$ cat src/common/alu_cfg.svh
`ifndef ALU_CFG_SVH
`define ALU_CFG_SVH

// Width of the operands and of the result word
`define ALU_DATA_WIDTH 8

// Opcode field, eight operations
`define ALU_OP_WIDTH 3

// Barrel mux layers, shifting by 1, 2 and 4
`define ALU_SHIFT_STAGES 3

`endif

$ cat src/common/alu_pkg.sv
`default_nettype none

`include "alu_cfg.svh"

package alu_pkg;

    typedef logic [`ALU_DATA_WIDTH-1:0] alu_word_t;

    // Opcode encoding as seen on the select field
    typedef enum logic [`ALU_OP_WIDTH-1:0] {
        op_mov  = 3'd0,
        op_add  = 3'd1,
        op_and  = 3'd2,
        op_or   = 3'd3,
        op_mult = 3'd4,
        op_sll  = 3'd5,
        op_sra  = 3'd6,
        op_rot  = 3'd7
    } alu_op_e;

    // Fill behaviour of the shifter
    typedef enum logic [1:0] {
        shift_logical = 2'd0,
        shift_arith   = 2'd1,
        shift_rotate  = 2'd2
    } shift_kind_e;

    typedef struct packed {
        alu_op_e   op;
        alu_word_t data1;
        alu_word_t data2;
    } alu_req_t;

    typedef struct packed {
        alu_word_t result;
        logic      zero;
    } alu_rsp_t;

    // Second operand as a signed shift count
    typedef union packed {
        alu_word_t raw;
        struct packed {
            logic                        negative;
            logic [`ALU_DATA_WIDTH-2:0]  low;
        } fields;
    } shift_operand_u;

endpackage

`default_nettype wire

$ cat src/multiplier/array_multiplier.sv
`timescale 1ns/1ps
`default_nettype none

`include "alu_cfg.svh"

module array_multiplier
    import alu_pkg::*;
(
    input  alu_word_t data1,
    input  alu_word_t data2,
    output alu_word_t product
);

    localparam int W = `ALU_DATA_WIDTH;

    // Partial sum after each row, and the ripple carries inside a row
    wire [W-1:0] psum  [0:W-1];
    wire [W-1:0] carry [1:W-1];

    // Row 0 is data1 gated by the lowest multiplier bit
    assign psum[0] = data1 & {W{data2[0]}};

    generate
        for (genvar r = 1; r < W; r++) begin : g_row
            for (genvar b = 0; b < W; b++) begin : g_bit
                if (b < r) begin : g_pass
                    // Bits already settled by earlier rows
                    assign psum[r][b]  = psum[r-1][b];
                    assign carry[r][b] = 1'b0;
                end else begin : g_fa
                    wire a;
                    wire p;
                    wire cin;

                    assign a   = psum[r-1][b];
                    assign p   = data2[r] & data1[b-r];
                    assign cin = carry[r][b];

                    // Full adder sum
                    assign psum[r][b] = a ^ p ^ cin;

                    // Carry into the next column unless this is the top bit
                    if (b < W - 1) begin : g_carry
                        assign carry[r][b+1] = (a & p) | (cin & (a ^ p));
                    end
                    // First active column of a row has no carry in
                    if (b == r) begin : g_cin0
                        assign carry[r][b] = 1'b0;
                    end
                end
            end
        end
    endgenerate

    // Low word of the product only
    assign product = psum[W-1];

endmodule

`default_nettype wire

$ cat src/shifter/barrel_shifter.sv
`timescale 1ns/1ps
`default_nettype none

`include "alu_cfg.svh"

module barrel_shifter
    import alu_pkg::*;
(
    input  alu_word_t                    data,
    input  logic [`ALU_SHIFT_STAGES-1:0] stages,
    input  shift_kind_e                  kind,
    output alu_word_t                    result
);

    localparam int W = `ALU_DATA_WIDTH;
    localparam int S = `ALU_SHIFT_STAGES;

    // Word entering each mux layer, last entry is the output
    wire [W-1:0] layer [0:S];

    assign layer[0] = data;

    generate
        for (genvar s = 0; s < S; s++) begin : g_stage
            localparam int SH = 1 << s;

            for (genvar b = 0; b < W; b++) begin : g_bit
                if (b + SH < W) begin : g_inner
                    assign layer[s+1][b] = stages[s] ? layer[s][b+SH] : layer[s][b];
                end else begin : g_edge
                    wire fill;

                    // Vacated top bits, chosen by the shift kind
                    assign fill = (kind == shift_rotate) ? layer[s][b+SH-W] :
                                  (kind == shift_arith)  ? layer[s][W-1]    : 1'b0;

                    assign layer[s+1][b] = stages[s] ? fill : layer[s][b];
                end
            end
        end
    endgenerate

    assign result = layer[S];

endmodule

`default_nettype wire

$ cat src/shifter/shift_unit.sv
`timescale 1ns/1ps
`default_nettype none

`include "alu_cfg.svh"

module shift_unit
    import alu_pkg::*;
(
    input  alu_word_t   data,
    input  alu_word_t   amount,
    input  shift_kind_e kind,
    output alu_word_t   result
);

    localparam int W = `ALU_DATA_WIDTH;
    localparam int S = `ALU_SHIFT_STAGES;

    shift_operand_u amount_view;
    logic           shift_left;
    alu_word_t      magnitude;
    logic           saturate;
    alu_word_t      barrel_in;
    alu_word_t      barrel_out;
    alu_word_t      shifted;
    shift_kind_e    barrel_kind;

    // Mirror a word so a right shift acts as a left shift
    function automatic alu_word_t reverse_word(input alu_word_t w);
        alu_word_t r;
        for (int i = 0; i < W; i++) begin
            r[i] = w[W-1-i];
        end
        return r;
    endfunction

    assign amount_view = amount;

    // Sign bit gives direction, two's complement gives the count
    assign shift_left = ~amount_view.fields.negative;
    assign magnitude  = shift_left ? amount_view.raw : alu_word_t'(-amount_view.raw);

    // Any count of 8 or more, including 8'h80
    assign saturate = |magnitude[W-1:S];

    assign barrel_in = shift_left ? reverse_word(data) : data;

    // No sign fill when shifting left
    always_comb begin
        if (shift_left && kind == shift_arith) begin
            barrel_kind = shift_logical;
        end else begin
            barrel_kind = kind;
        end
    end

    barrel_shifter u_barrel (
        .data   (barrel_in),
        .stages (magnitude[S-1:0]),
        .kind   (barrel_kind),
        .result (barrel_out)
    );

    assign shifted = shift_left ? reverse_word(barrel_out) : barrel_out;

    // Saturation and the sign hold; rotate wraps modulo 8 by itself
    always_comb begin
        result = shifted;
        case (kind)
            shift_logical: begin
                if (saturate) begin
                    result = '0;
                end
            end
            shift_arith: begin
                if (shift_left) begin
                    result[W-1] = data[W-1];
                    if (saturate) begin
                        result[W-2:0] = '0;
                    end
                end else if (saturate) begin
                    result = {W{data[W-1]}};
                end
            end
            default: begin
                result = shifted;
            end
        endcase
    end

endmodule

`default_nettype wire

$ cat src/rtl/alu.sv
`timescale 1ns/1ps
`default_nettype none

`include "alu_cfg.svh"

module alu
    import alu_pkg::*;
(
    input  logic     clk,
    input  logic     reset,
    input  alu_req_t req,
    output alu_rsp_t rsp
);

    alu_word_t   add_result;
    alu_word_t   and_result;
    alu_word_t   or_result;
    alu_word_t   mult_result;
    alu_word_t   shift_result;
    alu_word_t   next_result;
    shift_kind_e kind;
    logic        next_zero;

    // Simple operations, computed in place
    assign add_result = req.data1 + req.data2;
    assign and_result = req.data1 & req.data2;
    assign or_result  = req.data1 | req.data2;

    // Zero flag always follows the adder, for branch-if-equal
    assign next_zero = (add_result == '0);

    array_multiplier u_mult (
        .data1   (req.data1),
        .data2   (req.data2),
        .product (mult_result)
    );

    // Opcodes 5 to 7 pick the shifter fill mode
    always_comb begin
        case (req.op)
            op_sll:  kind = shift_logical;
            op_sra:  kind = shift_arith;
            default: kind = shift_rotate;
        endcase
    end

    shift_unit u_shift (
        .data   (req.data1),
        .amount (req.data2),
        .kind   (kind),
        .result (shift_result)
    );

    // Result select by opcode
    always_comb begin
        case (req.op)
            op_mov:  next_result = req.data2;
            op_add:  next_result = add_result;
            op_and:  next_result = and_result;
            op_or:   next_result = or_result;
            op_mult: next_result = mult_result;
            default: next_result = shift_result;
        endcase
    end

    // Output register, one cycle after the request
    always_ff @(posedge clk) begin
        if (reset) begin
            rsp.result <= '0;
            rsp.zero   <= 1'b0;
        end else begin
            rsp.result <= next_result;
            rsp.zero   <= next_zero;
        end
    end

endmodule

`default_nettype wire

$ cat config.mk
export PLATFORM = sky130hd
export DESIGN_NAME = alu
export DESIGN_NICKNAME = d
export VERILOG_FILES = /design/src/common/alu_pkg.sv /design/src/multiplier/array_multiplier.sv /design/src/shifter/barrel_shifter.sv /design/src/shifter/shift_unit.sv /design/src/rtl/alu.sv
export VERILOG_INCLUDE_DIRS = /design/src /design/src/common
export SDC_FILE = /design/constraint.sdc
export NUM_CORES = 1
export LEC_CHECK = 0
export ABC_AREA = 1
export CAP_MARGIN = 20
export CORE_MARGIN = 3
export CORE_UTILIZATION = 55
export CTS_BUF_LIST = sky130_fd_sc_hd__clkbuf_4 sky130_fd_sc_hd__clkbuf_8 sky130_fd_sc_hd__clkbuf_16
export DETAILED_ROUTE_END_ITERATION = 12
export DONT_BUFFER_PORTS = 1
export PLACE_DENSITY = 0.77
export SYNTH_ARGS = -nofsm -noshare
export SYNTH_HDL_FRONTEND = slang
export SYNTH_SLANG_ARGS = --single-unit
$ cat constraint.sdc
create_clock -name clk -period 17.3 [get_ports clk]
set_clock_uncertainty 0.2 [all_clocks]
set_input_delay 0.865 -clock clk [delete_from_list [all_inputs] [get_ports clk]]
set_output_delay 0.865 -clock clk [all_outputs]
set_load 0.1 [all_outputs]
==> reports/qor.yml <==
outcome:
  outcome: "finished, final reports clean"
synthesis:
  synth-edff-count: 0
  yosys_warnings: 0
  synth_cells: 441
  ys.flop_type: "dfxtp_1"
  ys_ff_latch: 9
  async_flop_share_pct: 0
  synth_top_area_cell: "nand2_1"
  syn-num-nets: 501
  synth.most_common_cell: "nand2_1"
  synth_top_area_share_pct: 19.7
  yosys-top-cells-area: "nand2_1, nand3_1, fa_1"
  syn_area_per_cell_um2: 5.96
  ys_types: 36
  synth.cell_area_um2: 2630
  ys_seq_area_share_pct: 6.86
  netlist_top_cells_count: "nand2_1, nand3_1, inv_1"
setup_path:
  worstPathRequired_ns: 17.22
  cp-start-kind: "primary input"
  critPathKind: "primary input to flop"
  arrival_ns: 6.35
  endpoint_kind: "flop"
  crit_path_start: "req[0]"
  cp_max_fo: 20
  cp-endpoint: "rsp[8]"
cts:
  clk_pin_slew_ns: 0.04
  cts_num_sinks: 9
  cts_tree: "built"
  cts_root_buf: "clkbuf_8"
  cts_setup_buffers: 0
  cts_htree_levels: 1
  ctsLongestPathBuffers: 2
  ctsHoldBuffers: 0
  numCtsBuffers: 3
  cts_resized: 0
timing:
  setup_tns_ns: 0
  fin_hold_ws_ns: 0.669
  final-setup-viol-count: 0
  drv_slew: 0
  min_period_ns: 6.43
  finalHoldViolCount: 0
  max_freq_mhz: 156
  final.period_utilization_pct: 37.2
  max-slew-margin-rel_pct: 36.5
  rsz0062_at_grt: "false"
  worst_pin_slew_ns: 0.951
pwr:
  power_frac_seq_pct: 24.1
  p_int_mw: 0.0787
  p_sw_share_pct: 52.2
  vdd_drop_max_uv: 48.4
  total_power_mw: 0.165
  p_switching_mw: 0.0859
  p_leak_nw: 1.53
  p_clk_share_pct: 15.1
  p_per_area_nw_per_um2: 61.8
  power_frac_comb_pct: 60.9
floorplan:
  die-area_um2: 5640
  row_count: 24
  die_w_um: 75.1
  die_h_um: 75.1
  boundaryPins: 30
  initial_utilization_pct: 58.7
  core_area_um2: 4470
cells_and_area:
  syn_to_final_growth_pct: 1.33
  stdcell_count: 485
  drive_gt1_share_pct: 5.31
  largest_reg_flops: 9
  fill_cells: 445
  nNetsFinal: 494
  fin_util_pct: 59.5
  n_antenna_cell: 0
  largestRegisters: "rsp: 9 flops"
  regMostFlops: "rsp"
hold_path:
  hp-class: "primary input to flop"
run:
  cap_violations: 0
detailed_routing:
  wl_um: 6960
  post_drt_via_cell_ratio: 5.67
  drt_iter0_markers: 210
  wl_per_cell_um: 14.4
  drc: 0
  vias: 2750
  drt_pass1_iterations: 5
  drtAntennaViolNets: 0
placed_design:
  dp_hpwl_um: 5860
  portBuffers: 0
  gp_congestion: 0.959
  dp_cells: 481
global_routing:
  grt_usage_pct: 26.4
  antenna_found_initial: 0
  grt-ovfl-total: 0
  grt_pass1_wl_um: 11600
  first_global_vias: 2597
  grt_max_degree: 27
==> power by group through the flow <==
stage / Clock, mW / Combinational, mW / Sequential [mW]
floorplan: 0 / 0.0834 / 0.0397
global placement: 0 / 0.0969 / 0.0399
detailed placement: 0 / 0.0998 / 0.0400
CTS: 0.0255 / 0.100 / 0.0397
global route: 0.0265 / 0.115 / 0.0399
finish: 0.0248 / 0.100 / 0.0396
==> layer usage <==
| layer | part of all wire [%] | wire length, um | global-route usage [%] | vias up |
|---|---|---|---|---|
| li1 | - | - | - | 1398 |
| met1 | 45 | 3100 | 35.5 | 1235 |
| met2 | 48 | 3330 | 44.9 | 106 |
| met3 | 6.1 | 425 | 4.14 | 11 |
| met4 | 1.5 | 106 | 4.74 | 0 |
| met5 | 0 | 0 | 0 | - |
==> placed cells by master, fill, tap and decap left out, types with 2 or more instances in the layout <==
master / instances
nand2_1: 138
nand3_1: 85
inv_1: 75
ha_1: 23
fa_1: 16
a21oi_1: 15
o21ai_0: 13
nor2_1: 9
dfxtp_1: 9
nor3_1: 5
inv_2: 4
nand2_2: 4
o211ai_1: 4
nand3b_1: 3
o22ai_1: 3
clkbuf_8: 3
xnor2_1: 2
o21ai_2: 2
o2111ai_1: 2
o221ai_1: 2
a21oi_2: 2
==> worst min-delay path by stage <==
stage | from | to | slack (ns) | cells past startpoint
final | req[7] | rsp[1] | 0.67 | 3
after global routing | req[7] | rsp[1] | 0.68 | 3
after CTS | req[7] | rsp[1] | 0.66 | 3
after detailed placement | req[7] | rsp[1] | 0.91 | 3
after global placement | req[7] | rsp[1] | 0.89 | 3
after floorplan | reset | rsp[8] | 0.88 | 3
==> cell type report <==
class | count | area [um2] | area share (%)
sequential | 9 | 180 | 6.77
tap | 52 | 65.1 | 2.44
inverter | 80 | 303 | 11.4
clock buffer | 4 | 48.8 | 1.83
multi-input combinational | 340 | 2070 | 77.6
==> critical path, stage by stage <==
cell and delay [ns]:
nand2_1 0.04, inv_1 0.04, ha_1 0.20, fa_1 0.39
fa_1 0.48, fa_1 0.45, fa_1 0.49, inv_1 0.05
fa_1 0.43, fa_1 0.47, fa_1 0.42, inv_1 0.07
fa_1 0.43, fa_1 0.55, ha_1 0.16, inv_1 0.04
nand2_1 0.07, nand2_1 0.05, nand2_1 0.05, nand2_1 0.06
inv_1 0.06, nand3_1 0.09, nand3_1 0.09, nand2_1 0.08
nand2_1 0.07, nand3_1 0.06, nand2_1 0.06, nor2_1 0.04
==> cells by family (layout without fill, tap and decap cells) <==
logic type	count (synthesis)	after routing	synth area share, %
simple gates	247	247	41.0
compound gates	50	50	12.4
xor+xnor	4	4	2.05
flops	9	9	6.86
fa+ha+maj	39	39	23.1
buf+inv	92	84	14.5
==> per-stage QoR <==
step                      instance area (um2)  setup slack, ns
final                                    2660            10.87
after global placement                   2610            10.74
after detailed placement                 2610            10.65
after floorplan                          2630            10.55
after global routing                     2660            10.54
after CTS                                2660            10.89
(Power assumes the default switching activity.)
